## config.mk

```make
export PLATFORM = sky130hd
export DESIGN_NAME = upi_top
export DESIGN_NICKNAME = d
export VERILOG_FILES = /design/src/source/upi_bus_pkg.sv /design/src/source/upi_port_pkg.sv /design/src/source/upi_cmd_engine.sv /design/src/source/upi_host_if.sv /design/src/source/upi_port_cell.sv /design/src/source/upi_top.sv
export VERILOG_INCLUDE_DIRS = /design/src /design/src/source
export SDC_FILE = /design/constraint.sdc
export NUM_CORES = 1
export LEC_CHECK = 0
export BUFFER_PORTS_ARGS = -buffer_cell sky130_fd_sc_hd__clkbuf_2
export CAP_MARGIN = 20
export CORE_MARGIN = 2
export CORE_UTILIZATION = 45
export CTS_CLUSTER_DIAMETER = 80
export DETAILED_ROUTE_END_ITERATION = 7
export GPL_TIMING_DRIVEN = 1
export HOLD_SLACK_MARGIN = 0.15
export PLACE_DENSITY = 0.77
export SYNTH_ARGS = -nofsm -noshare
export SYNTH_HDL_FRONTEND = slang
export SYNTH_SLANG_ARGS = --single-unit
export TNS_END_PERCENT = 30
```

## constraint.sdc

```tcl
create_clock -name clk -period 1.38 [get_ports clk]
set_input_delay 0.276 -clock clk [delete_from_list [all_inputs] [get_ports clk]]
set_output_delay 0.276 -clock clk [all_outputs]
set_load 0.03 [all_outputs]
```

## src/source/upi_cfg.svh

```systemverilog
// UPI build configuration
`ifndef UPI_CFG_SVH
`define UPI_CFG_SVH

// Host bus and port width
`define UPI_DATA_W 8

// Port cells behind the engine, 4 also supported
`define UPI_NUM_PORTS 2

// Flops between a port pin and its read value
`define UPI_SYNC_DEPTH 2

`endif

```

## src/source/upi_bus_pkg.sv

```systemverilog
// Host bus command set
package upi_bus_pkg;

    // Opcodes, low nibble of port commands holds the port number
    typedef enum logic [7:0] {
        CMD_WR_PORT = 8'h10,
        CMD_RD_PORT = 8'h20,
        CMD_T0_CLR  = 8'h30,
        CMD_T0_SET  = 8'h31
    } upi_cmd_e;

    // Keeps the opcode family of a command byte
    localparam logic [7:0] CMD_FAM_MASK = 8'hF0;

    // Status register layout, other bits read 0
    // Output buffer full
    localparam int unsigned ST_OBF = 0;
    // Input buffer full
    localparam int unsigned ST_IBF = 1;
    // Error on bad command or stray data
    localparam int unsigned ST_F0  = 2;
    // a0 of the last accepted write
    localparam int unsigned ST_F1  = 3;

endpackage

```

## src/source/upi_port_pkg.sv

```systemverilog
// UPI port types
`include "upi_cfg.svh"

package upi_port_pkg;

    // At least one bit, even with a single port
    localparam int PORT_IDX_W = (`UPI_NUM_PORTS > 1) ? $clog2(`UPI_NUM_PORTS) : 1;

    // Selects one port cell
    typedef logic [PORT_IDX_W-1:0] port_idx_t;

    // Value on a port, same width as the host bus
    typedef logic [`UPI_DATA_W-1:0] port_val_t;

endpackage

```

## src/source/upi_cmd_engine.sv

```systemverilog
// Fixed-function command engine
`timescale 1ns/1ps
`include "upi_cfg.svh"

module upi_cmd_engine (
    input  logic                       clk,
    input  logic                       rst,
    input  logic                       ibf_i,
    input  logic                       obf_i,
    input  upi_port_pkg::port_val_t    in_byte_i,
    input  logic                       in_is_cmd_i,
    output logic                       take_o,
    output logic                       set_f0_o,
    output logic                       load_out_o,
    output upi_port_pkg::port_idx_t    sel_port_o,
    output logic [`UPI_NUM_PORTS-1:0]  wr_en_o,
    output upi_port_pkg::port_val_t    wr_data_o,
    output logic                       t0_o
);
    import upi_bus_pkg::*;
    import upi_port_pkg::*;

    typedef enum logic {
        IDLE,
        WAIT_DATA
    } state_e;

    state_e     state_q;
    state_e     state_d;
    port_idx_t  pend_q;
    port_idx_t  pend_d;
    logic       t0_q;
    logic       t0_d;
    logic [7:0] cmd_fam;
    logic [3:0] cmd_port;
    logic       port_ok;

    assign cmd_fam  = in_byte_i & CMD_FAM_MASK;
    assign cmd_port = in_byte_i[3:0];
    assign port_ok  = (cmd_port < `UPI_NUM_PORTS);

    // Decode acts in the cycle after IBF rises
    always_comb begin
        take_o     = 1'b0;
        set_f0_o   = 1'b0;
        load_out_o = 1'b0;
        wr_en_o    = '0;
        state_d    = state_q;
        pend_d     = pend_q;
        t0_d       = t0_q;
        if (ibf_i && in_is_cmd_i) begin
            // Any command drops a pending write
            case (cmd_fam)
                CMD_WR_PORT: begin
                    take_o   = 1'b1;
                    set_f0_o = !port_ok;
                    state_d  = port_ok ? WAIT_DATA : IDLE;
                    pend_d   = port_idx_t'(cmd_port);
                end
                CMD_RD_PORT: begin
                    if (!port_ok) begin
                        take_o   = 1'b1;
                        set_f0_o = 1'b1;
                        state_d  = IDLE;
                    end else if (!obf_i) begin
                        // Stalls with IBF set until the host reads data
                        take_o     = 1'b1;
                        load_out_o = 1'b1;
                        state_d    = IDLE;
                    end
                end
                CMD_T0_CLR: begin
                    take_o  = 1'b1;
                    state_d = IDLE;
                    if (in_byte_i == CMD_T0_SET) begin
                        t0_d = 1'b1;
                    end else if (in_byte_i == CMD_T0_CLR) begin
                        t0_d = 1'b0;
                    end else begin
                        set_f0_o = 1'b1;
                    end
                end
                default: begin
                    take_o   = 1'b1;
                    set_f0_o = 1'b1;
                    state_d  = IDLE;
                end
            endcase
        end else if (ibf_i) begin
            take_o = 1'b1;
            if (state_q == WAIT_DATA) begin
                wr_en_o[pend_q] = 1'b1;
                state_d         = IDLE;
            end else begin
                // Data with nothing to go to
                set_f0_o = 1'b1;
            end
        end
    end

    always_ff @(posedge clk) begin
        if (rst) begin
            state_q <= IDLE;
            pend_q  <= '0;
            t0_q    <= 1'b0;
        end else begin
            state_q <= state_d;
            pend_q  <= pend_d;
            t0_q    <= t0_d;
        end
    end

    // Shared write bus where the enables pick the cell
    assign wr_data_o  = in_byte_i;
    assign sel_port_o = port_idx_t'(cmd_port);
    assign t0_o       = t0_q;

    // Host buffer keeps a byte until the engine takes it
    a_byte_held: assert property (@(posedge clk) disable iff (rst)
        ibf_i && !take_o |=> ibf_i && $stable(in_byte_i) && $stable(in_is_cmd_i))
        else $error("input byte lost before it was taken");

endmodule

```

## src/source/upi_host_if.sv

```systemverilog
// Host data bus buffer
`timescale 1ns/1ps
`include "upi_cfg.svh"

module upi_host_if (
    input  logic                    clk,
    input  logic                    rst,
    input  logic                    a0_i,
    input  logic                    wr_i,
    input  logic                    rd_i,
    input  upi_port_pkg::port_val_t din_i,
    input  logic                    take_i,
    input  logic                    set_f0_i,
    input  logic                    load_out_i,
    input  upi_port_pkg::port_idx_t sel_port_i,
    input  upi_port_pkg::port_val_t rd_val_i [`UPI_NUM_PORTS],
    output upi_port_pkg::port_val_t dout_o,
    output logic                    ibf_o,
    output logic                    obf_o,
    output upi_port_pkg::port_val_t in_byte_o,
    output logic                    in_is_cmd_o
);
    import upi_bus_pkg::*;
    import upi_port_pkg::*;

    logic      ibf_q;
    logic      obf_q;
    logic      f0_q;
    logic      f1_q;
    port_val_t in_q;
    port_val_t out_q;
    port_val_t status;
    logic      wr_acc;
    logic      rd_data;

    // Writes while the input buffer is full are lost
    assign wr_acc  = wr_i && !ibf_q;
    // Only a data read drains the output buffer
    assign rd_data = rd_i && !a0_i;

    always_ff @(posedge clk) begin
        if (rst) begin
            ibf_q <= 1'b0;
            obf_q <= 1'b0;
            f0_q  <= 1'b0;
            f1_q  <= 1'b0;
            out_q <= '0;
        end else begin
            // A write and a take never meet on the input side
            if (wr_acc) begin
                ibf_q <= 1'b1;
                f1_q  <= a0_i;
            end else if (take_i) begin
                ibf_q <= 1'b0;
            end
            // F0 reports on the latest byte only
            if (set_f0_i) begin
                f0_q <= 1'b1;
            end else if (wr_acc) begin
                f0_q <= 1'b0;
            end
            // Port value capture wins over a drain
            if (load_out_i) begin
                out_q <= rd_val_i[sel_port_i];
                obf_q <= 1'b1;
            end else if (rd_data) begin
                obf_q <= 1'b0;
            end
        end
    end

    // Input byte held while IBF is set
    always_ff @(posedge clk) begin
        if (wr_acc) begin
            in_q <= din_i;
        end
    end

    always_comb begin
        status         = '0;
        status[ST_OBF] = obf_q;
        status[ST_IBF] = ibf_q;
        status[ST_F0]  = f0_q;
        status[ST_F1]  = f1_q;
    end

    // Host read mux gives status when a0 is high
    assign dout_o      = a0_i ? status : out_q;
    assign ibf_o       = ibf_q;
    assign obf_o       = obf_q;
    assign in_byte_o   = in_q;
    assign in_is_cmd_o = f1_q;

    // Engine must only consume a byte that is already held
    a_no_take_on_write: assert property (@(posedge clk) disable iff (rst)
        !(take_i && wr_acc))
        else $error("take and host write accepted together");

    // Engine holds port reads until the host drained the buffer
    a_no_load_when_full: assert property (@(posedge clk) disable iff (rst)
        load_out_i |-> !obf_q)
        else $error("load_out while OBF set");

endmodule

```

## src/source/upi_port_cell.sv

```systemverilog
// Quasi-bidirectional port cell
`timescale 1ns/1ps
`include "upi_cfg.svh"

module upi_port_cell (
    input  logic                    clk,
    input  logic                    rst,
    input  logic                    wr_en_i,
    input  upi_port_pkg::port_val_t wr_data_i,
    input  upi_port_pkg::port_val_t pin_i,
    output upi_port_pkg::port_val_t pin_o,
    output upi_port_pkg::port_val_t rd_val_o
);
    import upi_port_pkg::*;

    port_val_t latch_q;
    port_val_t sync_q [`UPI_SYNC_DEPTH];

    // Idle high so the outside can pull pins low
    always_ff @(posedge clk) begin
        if (rst) begin
            latch_q <= '1;
        end else if (wr_en_i) begin
            latch_q <= wr_data_i;
        end
    end

    // Pins are asynchronous to clk
    always_ff @(posedge clk) begin
        sync_q[0] <= pin_i;
        for (int i = 1; i < `UPI_SYNC_DEPTH; i++) begin
            sync_q[i] <= sync_q[i-1];
        end
    end

    assign pin_o = latch_q;

    // Either side driving low wins
    assign rd_val_o = sync_q[`UPI_SYNC_DEPTH-1] & latch_q;

endmodule

```

## src/source/upi_top.sv

```systemverilog
// UPI peripheral top level
`timescale 1ns/1ps
`include "upi_cfg.svh"

module upi_top (
    input  logic                    clk,
    input  logic                    rst,
    input  logic                    a0_i,
    input  logic                    wr_i,
    input  logic                    rd_i,
    input  upi_port_pkg::port_val_t din_i,
    input  upi_port_pkg::port_val_t p_din_i [`UPI_NUM_PORTS],
    output upi_port_pkg::port_val_t dout_o,
    output upi_port_pkg::port_val_t p_dout_o [`UPI_NUM_PORTS],
    output logic                    t0_o
);
    import upi_port_pkg::*;

    logic                      ibf;
    logic                      obf;
    logic                      in_is_cmd;
    logic                      take;
    logic                      set_f0;
    logic                      load_out;
    port_val_t                 in_byte;
    port_val_t                 wr_data;
    port_idx_t                 sel_port;
    logic [`UPI_NUM_PORTS-1:0] wr_en;
    port_val_t                 rd_val [`UPI_NUM_PORTS];

    upi_host_if u_host (
        .clk         ( clk       ),
        .rst         ( rst       ),
        .a0_i        ( a0_i      ),
        .wr_i        ( wr_i      ),
        .rd_i        ( rd_i      ),
        .din_i       ( din_i     ),
        .take_i      ( take      ),
        .set_f0_i    ( set_f0    ),
        .load_out_i  ( load_out  ),
        .sel_port_i  ( sel_port  ),
        .rd_val_i    ( rd_val    ),
        .dout_o      ( dout_o    ),
        .ibf_o       ( ibf       ),
        .obf_o       ( obf       ),
        .in_byte_o   ( in_byte   ),
        .in_is_cmd_o ( in_is_cmd )
    );

    upi_cmd_engine u_engine (
        .clk         ( clk       ),
        .rst         ( rst       ),
        .ibf_i       ( ibf       ),
        .obf_i       ( obf       ),
        .in_byte_i   ( in_byte   ),
        .in_is_cmd_i ( in_is_cmd ),
        .take_o      ( take      ),
        .set_f0_o    ( set_f0    ),
        .load_out_o  ( load_out  ),
        .sel_port_o  ( sel_port  ),
        .wr_en_o     ( wr_en     ),
        .wr_data_o   ( wr_data   ),
        .t0_o        ( t0_o      )
    );

    // One cell per port, all on the shared write bus
    for (genvar i = 0; i < `UPI_NUM_PORTS; i++) begin : g_port
        upi_port_cell u_cell (
            .clk       ( clk         ),
            .rst       ( rst         ),
            .wr_en_i   ( wr_en[i]    ),
            .wr_data_i ( wr_data     ),
            .pin_i     ( p_din_i[i]  ),
            .pin_o     ( p_dout_o[i] ),
            .rd_val_o  ( rd_val[i]   )
        );
    end

endmodule

```

Yosys cells after proc, flatten, opt, wreduce, memory -nomap -nowiden

Memories as Yosys holds them, arrays and structs flattened.
Cells that the tools add are included.

Add/sub/neg operators: 0
Reduce and logical (&&, ||, !) cells: 15
Bitwise logic cells: 3
Order comparisons: 4
Equality and inequality tests: 6
Shift-type cells: 0
Divide/modulo/power cells: 0
Muxes and demuxes: 38
Multiply operators: 0

Operators with widths:

| cell                                                                          | count |
|---|---|
| 8-bit 2-to-1 mux                                                              | 4 |
| 1-bit 2-to-1 mux                                                              | 28 |
| 8-bit bitwise AND                                                             | 2 |
| 8-bit by 6-bit equality test with 1-bit output (second input constant)        | 2 |
| 2-bit nonzero test                                                            | 5 |
| 4-bit by 2-bit equality test with 1-bit output (second input constant)        | 2 |
| 2-bit 2-to-1 mux                                                              | 3 |
| 4-bit by 1-bit equality test with 1-bit output (second input constant)        | 1 |
| 1-bit logical AND                                                             | 4 |
| 4-bit by 2-bit less-than comparator with 1-bit output (second input constant) | 1 |
| 4-bit != test (second input constant)                                         | 1 |
| 2-bit AND reduction                                                           | 2 |
| 1-bit logical NOT                                                             | 3 |
| 1-bit one-hot mux with 3 select lines                                         | 1 |
| 3-bit AND reduction                                                           | 1 |
| 2-bit greater-or-equal comparator (second input constant)                     | 1 |
| 1-bit by 2-bit less-than comparator with 1-bit output (second input constant) | 1 |
| 1-bit NOT with 2-bit output                                                   | 1 |
| 1-bit one-hot mux with 2 select lines                                         | 1 |
| 1-bit demux with 1-bit select                                                 | 1 |
| 1-bit greater-or-equal comparator (second input constant)                     | 1 |

Latch bits: 0
Memory bits (writable): 32
Memories: 2
Word-level logic and storage cells: 79
ROM bits: 0
Output and inout port bits: 25
Bits in registers: 39

Memory list:

| memory                  | words | bits a word | read ports | clocked after Yosys merged registers in | wr ports | line                | source |
|---|---|---|---|---|---|---|---|
| g_port[0].u_cell.sync_q | 2     | 8           | 2          | 0                                       | 2        | upi_port_cell.sv:17 | `` port_val_t sync_q [`UPI_SYNC_DEPTH]; `` |
| g_port[1].u_cell.sync_q | 2     | 8           | 2          | 0                                       | 2        | upi_port_cell.sv:17 |  |

Depth between registers and ports, before layout

Gate-level depths: netlist of the first run.

Depth in word-level cells: 7
Gate-level depth with buffers: 5

Hierarchy

Synthesis of the first run repeated with hierarchy kept, for this count alone.

Cells, all modules: 208
Area total of the unflattened synthesis: 2498.6 µm²

Modules (own cells, without submodules):

| module         | seq. area each (µm²) | times used | cells an instance | area each (µm²) |
|---|---|---|---|---|
| upi_port_cell  | 480.5                | 2          | 50                | 673.1 |
| upi_host_if    | 480.5                | 1          | 68                | 818.3 |
| upi_cmd_engine | 60.1                 | 1          | 40                | 334.1 |

Worst setup path after synthesis of the first run

OpenSTA, ideal clock, no wires.

Path type: flip-flop to flip-flop
From: register u_host.in_q[7] (netlist: u_host.in_byte_o[7])
To: register u_host.out_q[0]
Slack: -62 ps
Setup time: 121 ps
Required time: 1259 ps
Stages on the path, launching flop included: 4
Data arrival time: 1321 ps
Clock period less this slack: 1442 ps
Buffers on the path: 0
Cells stage by stage: edfxtp_1 -> nor4b_4 -> nand4b_4 -> mux2_2

Word-level cells in the longest chain between the ends: 3

RTL lines:

| item                                           | line                 | source |
|---|---|---|
| from (decl)                                    | upi_host_if.sv:30    | `port_val_t in_q;` |
| from (signal assigned)                         | upi_host_if.sv:75    | `in_q <= din_i;` |
| 4-bit by 2-bit equality test with 1-bit output | upi_cmd_engine.sv:53 | `case (cmd_fam)` |
| 1-bit 2-to-1 mux                               | upi_cmd_engine.sv:53 |  |
| 1-bit 2-to-1 mux                               | upi_cmd_engine.sv:51 | `if (ibf_i && in_is_cmd_i) begin` |
| to (signal assigned)                           | upi_host_if.sv:64    | `out_q <= rd_val_i[sel_port_i];` |
| to (decl)                                      | upi_host_if.sv:31    | `port_val_t out_q;` |

Every way passes these cells.
A chain may end at the register's enable or synchronous reset.

Worst setup path after layout of the first run

From: register u_host.in_q[6] (netlist: u_host.in_byte_o[6])
To: register u_host.out_q[5]

Same word-level chain as after synthesis.

==> results of run 1 <==
stage by stage:
stage	std cells	instance area [µm²]
6_report	390	3536
5_1_grt	390	3536
4_1_cts	389	3476
3_5_place_dp	344	2920
3_3_place_gp	344	2920
2_1_floorplan	209	2417
cell families (layout without fill, tap and decap cells):
group,Yosys count,count (layout),synth area share [%]
AO/OA/AOI/OAI,26,26,7.040
buffers and inverters,13,124,2.278
flip-flops,71,71,62.11
multiplexers,13,13,6.004
AND/OR/NAND/NOR,86,86,22.57
sequential cells by signal, indices dropped and copies added, names as in the netlist, 8 cells and up:
signal                cells
g_port.u_cell.pin_o      16
u_host.out_q              8
g_port.u_cell.sync_q     32
u_host.in_byte_o          8
path summary, 6_finish.rpt:
| kind | end | slack (ns) | cells past startpoint |
|---|---|---|---|
| hold / removal | u_host.ibf_o | 0.27 | 3 |
| setup reg to reg | u_host.out_q[5] | -0.12 | 4 |
| setup / recovery | u_host.out_q[5] | -0.12 | 4 |
| hold reg to reg | g_port[1].u_cell.sync_q[0][14] | 0.33 | 0 |
layout make-up:
cell class | instances | area [µm²] | area share, %
clock buffers | 11 | 141.4 | 3.999
clock inverters | 4 | 46.29 | 1.309
inverters | 2 | 7.507 | 0.2123
multi-input cells | 125 | 937.1 | 26.50
flip-flops and latches | 71 | 1506 | 42.60
well taps | 70 | 87.58 | 2.477
repair buffers | 107 | 809.5 | 22.89
cells in the mapped netlist, drive strengths merged (2+ instances only):
cell	count
a211o	8
nand3b	16
buf	3
nand4b	2
nor4b	3
nand2	20
nor2b	20
nand3	10
a21oi	14
edfxtp	8
nand4	2
clkbuf	8
nand2b	4
dfxtp	63
inv	2
mux2	12
repair_timing:
item,in CTS,in global routing
hold endpoints to repair,24,0
endpoints found under the setup margin,14,22
resized for setup,24,12
gates cloned,0,0
pin swaps,3,7
hold buffers,24,0
setup buffers,6,1
power by group:
part	total, mW	switching (mW)	internal [mW]
sequential	2.19	0.0297	2.16
combinational	0.313	0.134	0.179
clock	1.59	0.719	0.869
layer usage:
layer / part of all wire (%) / vias to the layer above / global-route usage (%)
li1: - / 942 / -
met1: 43 / 931 / 25.28
met2: 49 / 58 / 33.39
met3: 4.5 / 14 / 3.882
met4: 3.2 / 0 / 11.43
met5: 0 / - / 0
worst reg2reg max path: stages (launching register included):
cell      delay, ns
edfxtp_1       0.44
nor4b_4        0.39
nand4b_4       0.15
buf_6          0.16
mux2_2         0.26
==> results.py, run 1 <==
metrics = {
    "logic_synthesis": {
        "syn_area_um2": 2417,
        "yosysTopAreaCell": "dfxtp_1",
        "synth_nets": 238,
        "ys_seq_area_share_pct": 62.11,
        "synthArstFlopShare_pct": 0,
        "avgSynthCellArea_um2": 11.57,
        "ys_warn_count": 0,
        "syn_inst": 209,
        "ys_seq_elements": 71,
        "synth_edf_count": 8,
        "synthTopCellsByArea": "dfxtp_1 (52%), edfxtp_1 (9.9%), mux2_2 (5.6%), nor2b_1 (5.2%), nand3b_1 (5.0%)",
        "yosysUniqueCellTypes": 34,
        "synth_ff_type": "dfxtp_1",
        "netlist.area_leader.share_pct": 52.17,
    },
    "sta": {
        "relSlewSlack_pct": 77.47,
        "tns_ns": -1.176,
        "hold_viol": 0,
        "setup_viol": 13,
        "min_period_over_period_pct": 108.8,
        "drv_slew": 0,
        "whs_ns": 0.2731,
        "rsz0062_at_grt": "yes",
        "max_freq_ghz": 0.6660,
        "fin_crit_ns": 1.501,
        "timing.final.ws_setup_ns": -0.1215,
        "finalClockSkew_ns": 0.007212,
        "tightest_slew_ns": 0.3376,
    },
    "worst_setup_path": {
        "cp.arrival_ns": 1.73,
        "critPathSlowestCell": "edfxtp_1",
        "cp_top_family": "simple AND/OR/NAND/NOR gates",
        "r2r_start": "u_host.in_byte_o[6]",
        "worst_setup_path_start_kind": "register",
        "path_buf_inv": 1,
        "cp.required_ns": 1.61,
        "cp_max_fo": 5,
        "cp_slowest_stage_delay_ns": 0.44,
        "crit_chain": "nor4b_4, nand4b_4, buf_6, mux2_2",
        "crit_start": "u_host.in_byte_o[6]",
        "cp-end-kind": "register",
        "setup.worst_path.class": "reg2reg",
    },
    "detailed_routing": {
        "vias": 1945,
        "routed_wl_um": 5737,
        "drt-initial-drc-count": 73,
        "drtPass1Iterations": 4,
        "ant_nets": 0,
        "drc": 0,
        "wire_per_inst_um": 14.71,
        "viasPerCell": 4.987,
    },
    "worst_hold_path": {
        "holdCritPathClass": "in2reg",
        "hold_start": "wr_i",
    },
    "grt": {
        "first_global_vias": 1987,
        "grt_max_degree": 35,
        "antenna_found_initial": 0,
        "overflow": 0,
        "grt_pass1_wl_um": 9273,
        "grt.total_usage_pct": 20.43,
    },
    "cts": {
        "clk_latency_ns": 0.34,
        "cts_sinks": 71,
        "cts_buffers": 9,
        "cts_tree": "yes",
        "htreeDepth": 3,
        "clk_pin_slew_worst_paths_ns": 0.07,
        "cts_root_buf": "clkbuf_8",
        "clockBufferDepth": 2,
    },
    "die": {
        "coreArea_um2": 5140,
        "dieArea_um2": 5974,
        "die-width_um": 77.29,
        "start_util_pct": 47.03,
        "rows": 26,
        "die_y_um": 77.29,
        "ios": 54,
    },
    "power_and_ir_drop": {
        "power_leakage_nw": 1.557,
        "vdd_ir_drop_max_v": 0.001001,
        "p_per_area_nw_per_um2": 1157,
        "total_power_mw": 4.090,
    },
    "place": {
        "hpwl_um": 3520,
        "gp_congestion": 0.8034,
        "pre_cts_ws_ns": -0.1212,
        "numPortBuffers": 53,
    },
    "final_layout": {
        "nets": 345,
        "mostFrequentLayoutCell": "dfxtp_1",
        "areaGrowthSynthToFinish_pct": 46.27,
        "fin_util_pct": 68.79,
        "n_fill_cell": 385,
        "final_cell_mix": "dfxtp_1 (59), clkbuf_2 (49), dlygate4sd3_1 (24), buf_4 (24)",
        "diodes": 0,
        "layout-drive-gt1-share_pct": 39.38,
    },
    "run_status": {
        "status": "finished with violations",
        "violations": "negative setup slack",
    },
    "flow_run": {
        "maxCapViolCount": 0,
    },
}
No activity file was read; power rests on OpenSTA's default activity.
==> run 2: changes to the inputs <==
PLACE_DENSITY = 0.74   (was 0.77)
SETUP_SLACK_MARGIN = 0.05   (was not set)
clock period = 1.85 ns   (was 1.38 ns; I/O delays follow)
==> run 2 against run 1 <==
The flow now finishes without violations. Die area did not move. Core utilization fell by 8.6 points. Critical endpoint is now u_host.out_q[2]. Critical path type unchanged. Sequential power fell by 25%. Count of clock-buffer cells in the layout fell by 1. Non-clock buffer count fell by 36. Combinational power fell by 56%. Final area fell by 13%. First-iteration DRC count rose by 4.1%. Register-to-register slack improved by 0.36 ns. Highest routed layer unchanged. Global-route usage fell by 1.4 points.
==> results.py, run 2 (same netlist as run 1, synthesis figures left out) <==
metrics = {
    "detailed_routing": {
        "routed_wl_um": 5107,
        "drtPass1Iterations": 4,
        "drt-initial-drc-count": 76,
        "ant_nets": 0,
        "drc": 0,
        "vias": 1762,
        "wire_per_inst_um": 14.43,
        "viasPerCell": 4.977,
    },
    "final_layout": {
        "stdcell_count": 354,
        "areaGrowthSynthToFinish_pct": 27.95,
        "nets": 309,
        "top_register": "g_port.u_cell.sync_q",
        "fin_util_pct": 60.18,
        "largest_reg_flops": 32,
        "mostFrequentLayoutCell": "dfxtp_1",
        "final_cell_mix": "dfxtp_1 (63), clkbuf_2 (53), nor2b_1 (20), nand2_1 (20)",
        "diodes": 0,
        "layout-drive-gt1-share_pct": 30.99,
    },
    "cts": {
        "cts_buffers": 9,
        "cts_sinks": 71,
        "clk_latency_ns": 0.34,
        "clockBufferDepth": 2,
        "htreeDepth": 3,
        "ctsResizeCount": 0,
        "hold_buffers": 16,
        "clk_pin_slew_worst_paths_ns": 0.07,
        "post_cts_buffers": 0,
        "cts_root_buf": "clkbuf_8",
        "cts_tree": "yes",
    },
    "place": {
        "dp_cells": 323,
        "gp_congestion": 0.8940,
        "hpwl_um": 3420,
        "numPortBuffers": 53,
    },
    "sta": {
        "hold_viol": 0,
        "min_period_over_period_pct": 87.33,
        "drv_slew": 0,
        "fin_crit_ns": 1.616,
        "tns_ns": 0,
        "max_freq_ghz": 0.6190,
        "setup_viol": 0,
        "tightest_slew_ns": 0.6236,
        "rsz0062_at_grt": "no",
        "finalClockSkew_ns": 0.01006,
        "relSlewSlack_pct": 57.84,
        "whs_ns": 0.2167,
    },
    "grt": {
        "antenna_found_initial": 0,
        "first_global_vias": 1840,
        "grt_max_degree": 34,
        "overflow": 0,
        "grt.total_usage_pct": 19.05,
        "grt_pass1_wl_um": 8590,
    },
    "power_and_ir_drop": {
        "power_leakage_nw": 1.332,
        "vdd_ir_drop_max_v": 0.0007279,
        "total_power_mw": 2.987,
        "p_per_area_nw_per_um2": 965.8,
    },
    "worst_setup_path": {
        "crit_chain": "nor3_1, nand4b_4, mux2_2",
        "cp.required_ns": 2.08,
        "path_buf_inv": 0,
        "cp_max_fo": 9,
        "cp_top_family": "simple AND/OR/NAND/NOR gates",
        "cp.arrival_ns": 1.85,
        "worst_setup_path_start_kind": "register",
        "critPathSlowestCell": "nor3_1",
        "cp-end-kind": "register",
        "setup.worst_path.class": "reg2reg",
        "cp_slowest_stage_delay_ns": 0.46,
    },
    "die": {
        "die_y_um": 77.29,
        "die-width_um": 77.29,
        "ios": 54,
        "coreArea_um2": 5140,
        "start_util_pct": 47.03,
        "rows": 26,
        "dieArea_um2": 5974,
    },
    "worst_hold_path": {
        "holdCritPathClass": "in2reg",
    },
    "run_status": {
        "status": "finished, final reports clean",
    },
    "flow_run": {
        "maxCapViolCount": 0,
    },
}
run 2: cell count changes in the layout (fill, tap and decap cells not counted), moves of 4 or more:
cell           change
buf_4             -22
dfxtp_1            +4
dfxtp_2            -4
buf_6              -4
dlygate4sd3_1      -8
clkbuf_2           +4
run 2: worst paths after layout:
kind | start | endpoint | slack, ns | cells past startpoint
worst min-delay path | din_i[2] | u_host.in_byte_o[2] | 0.22 | 1
worst max register to register | u_host.in_byte_o[1] | u_host.out_q[2] | 0.23 | 3
worst max-delay path | u_host.in_byte_o[1] | u_host.out_q[2] | 0.23 | 3
worst min register to register | g_port[0].u_cell.sync_q[0][4] | g_port[0].u_cell.sync_q[0][12] | 0.33 | 0
run 2: through the flow:
| stage | area [µm²] | setup WS [ns] |
|---|---|---|
| 3_3_place_gp | 2738 | 0.3044 |
| 2_1_floorplan | 2417 | 0.3861 |
| 3_5_place_dp | 2738 | 0.2408 |
| 6_report | 3093 | 0.2344 |
| 5_1_grt | 3093 | 0.1239 |
| 4_1_cts | 3093 | 0.2183 |
run 2: cell type report:
type                            count  area, µm²
Sequential cell                    71       1501
Multi-Input combinational cell    125      860.8
Timing Repair Buffer               71      440.4
Fill cell                         458       2047
Tap cell                           70      87.58
Clock buffer                       10      137.6
Clock inverter                      5      57.56
Inverter                            2      7.507
run 2: worst register-to-register path: stages (launching register included):
cell      delay, ns
edfxtp_1       0.44
nor3_1         0.46
nand4b_4       0.28
mux2_2         0.34
run 2: layer usage:
layer	part of all wire (%)	global-route usage [%]
met5	0	0
met4	1.9	10.89
met3	4.8	5.059
met2	49	30.43
met1	45	23.17
run 2: power by group:
part           switching [mW]  internal [mW]  leakage (nW)
Combinational          0.0627         0.0761         0.635
Clock                   0.552          0.652        0.0987
Sequential             0.0345           1.61         0.598
==> run 3: changes to the inputs <==
PLACE_DENSITY = 0.77   (was 0.74)
clock period = 1.3 ns   (was 1.85 ns; I/O delays follow)
==> run 3 against run 2 <==
The flow now finishes with violations (negative setup slack). Count of clock-buffer cells in the layout rose by 2. Non-clock buffer count is 38 higher. Global-route usage rose by 1.3 points. Via count increased by 9.0%. Clock power increased by 56%. Combinational power rose by 140%. Core utilization rose by 9.6 points. Total power grew 52%. Critical endpoint is now u_host.out_q[5].
==> results.py, run 3 (same netlist as run 1, synthesis figures left out) <==
metrics = {
    "run_status": {
        "status": "finished with violations",
        "violations": "negative setup slack",
    },
    "power_and_ir_drop": {
        "p_per_area_nw_per_um2": 1264,
        "vdd_ir_drop_max_v": 0.001083,
        "power_leakage_nw": 1.599,
    },
    "cts": {
        "cts_buffers": 9,
        "clk_latency_ns": 0.33,
        "clk_pin_slew_worst_paths_ns": 0.07,
        "clockBufferDepth": 2,
        "cts_root_buf": "clkbuf_8",
        "htreeDepth": 3,
        "cts_sinks": 71,
        "cts_tree": "yes",
    },
    "final_layout": {
        "stdcell_count": 393,
        "nets": 348,
        "top_register": "g_port.u_cell.sync_q",
        "layout-drive-gt1-share_pct": 40.25,
        "largest_reg_flops": 32,
        "final_cell_mix": "dfxtp_1 (60), clkbuf_2 (44), buf_4 (29), dlygate4sd3_1 (24), nand2_1 (20)",
        "mostFrequentLayoutCell": "dfxtp_1",
        "areaGrowthSynthToFinish_pct": 48.40,
        "diodes": 0,
    },
    "sta": {
        "rsz0062_at_grt": "yes",
        "setup_viol": 25,
        "min_period_over_period_pct": 114.8,
        "whs_ns": 0.2232,
        "relSlewSlack_pct": 77.49,
        "finalClockSkew_ns": 0.008092,
        "max_freq_ghz": 0.6699,
        "drv_slew": 0,
        "tightest_slew_ns": 0.3376,
        "fin_crit_ns": 1.493,
        "hold_viol": 0,
        "timing.final.ws_setup_ns": -0.1927,
    },
    "grt": {
        "grt_max_degree": 41,
        "grt_pass1_wl_um": 9218,
        "overflow": 0,
        "antenna_found_initial": 0,
        "grt.total_usage_pct": 20.34,
        "first_global_vias": 1949,
    },
    "die": {
        "start_util_pct": 47.03,
        "ios": 54,
        "die_y_um": 77.29,
        "rows": 26,
        "dieArea_um2": 5974,
        "coreArea_um2": 5140,
        "die-width_um": 77.29,
    },
    "worst_setup_path": {
        "setup.worst_path.class": "reg2reg",
        "path_buf_inv": 1,
        "cp_top_family": "simple AND/OR/NAND/NOR gates",
        "worst_setup_path_start_kind": "register",
        "cp_max_fo": 5,
        "r2r_start": "u_host.in_byte_o[4]",
        "critPathSlowestCell": "edfxtp_1",
        "cp.required_ns": 1.52,
        "crit_start": "u_host.in_byte_o[4]",
        "cp-end-kind": "register",
        "cp.arrival_ns": 1.71,
        "crit_chain": "nor4b_4, buf_4, nand4b_4, mux2_2",
        "cp_slowest_stage_delay_ns": 0.44,
    },
    "detailed_routing": {
        "viasPerCell": 4.885,
        "drt-initial-drc-count": 71,
        "vias": 1920,
        "drc": 0,
        "ant_nets": 0,
        "routed_wl_um": 5810,
        "wire_per_inst_um": 14.78,
        "drtPass1Iterations": 4,
    },
    "place": {
        "dp_cells": 344,
        "hpwl_um": 3533,
        "pre_cts_ws_ns": -0.2075,
        "gp_congestion": 0.8316,
        "numPortBuffers": 53,
    },
    "worst_hold_path": {
        "hold_start": "wr_i",
        "holdCritPathClass": "in2reg",
    },
    "flow_run": {
        "maxCapViolCount": 0,
    },
}
## run 3: final cells by class
class                   count  area [µm²]
clock buffers              12       145.1
clock inverters             3       66.31
fillers                   380        1553
inverters                   2       7.507
multi-input cells         126       948.4
flip-flops and latches     71        1505
well taps                  70       87.58
repair buffers            109       827.0
## run 3: routing by layer
metal  track usage, %  part of all wire [%]  up-vias  routed length [µm]
met2            35.30                    52       65                3007
met5                0                     0        -                   0
met4            8.214                   1.4        0                  81
met3            5.412                   4.8        9                 281
met1            23.72                    42      894                2439
li1                 -                     -      952                   -
## run 3: final timing paths
kind	cells past startpoint	endpoint	slack, ns
setup / recovery	4	u_host.out_q[5]	-0.19
hold / removal	3	u_host.ibf_o	0.22
setup reg to reg	4	u_host.out_q[5]	-0.19
hold reg to reg	0	g_port[0].u_cell.sync_q[0][14]	0.32
## run 3: repair_timing
action | CTS | global route
hold endpoints to repair | 24 | 0
gates cloned | 1 | 0
hold buffers | 24 | 0
buffers inserted | 7 | 2
pin swaps | 6 | 2
resized for setup | 26 | 14
endpoints found under the setup margin | 30 | 39
## run 3: stage by stage
| step | utilization (%) | total power, mW | TNS (ns) | instance area, µm² |
|---|---|---|---|---|
| finish | 69.79 | 4.534 | -3.343 | 3587 |
| global route | 69.79 | 4.721 | -4.817 | 3587 |
| CTS | 68.91 | 4.568 | -2.995 | 3542 |
| detailed placement | 56.82 | 2.600 | -1.737 | 2920 |
| global placement | 56.82 | 2.592 | -1.487 | 2920 |
| floorplan | - | 2.467 | -1.224 | 2417 |
## run 3: tightest hold or removal path, delay by kind of cell
kind                   cells  cell delay, ns
AOI/OAI and AO/OA          1            0.07
buffers and inverters      1            0.10
and+or+nand+nor            1            0.08
## run 3: power breakdown
group	leakage, nW	switching, mW	internal (mW)
Sequential	0.599	0.0314	2.29
Combinational	0.893	0.145	0.196
Clock	0.107	0.745	1.13
Total	1.60	0.921	3.61
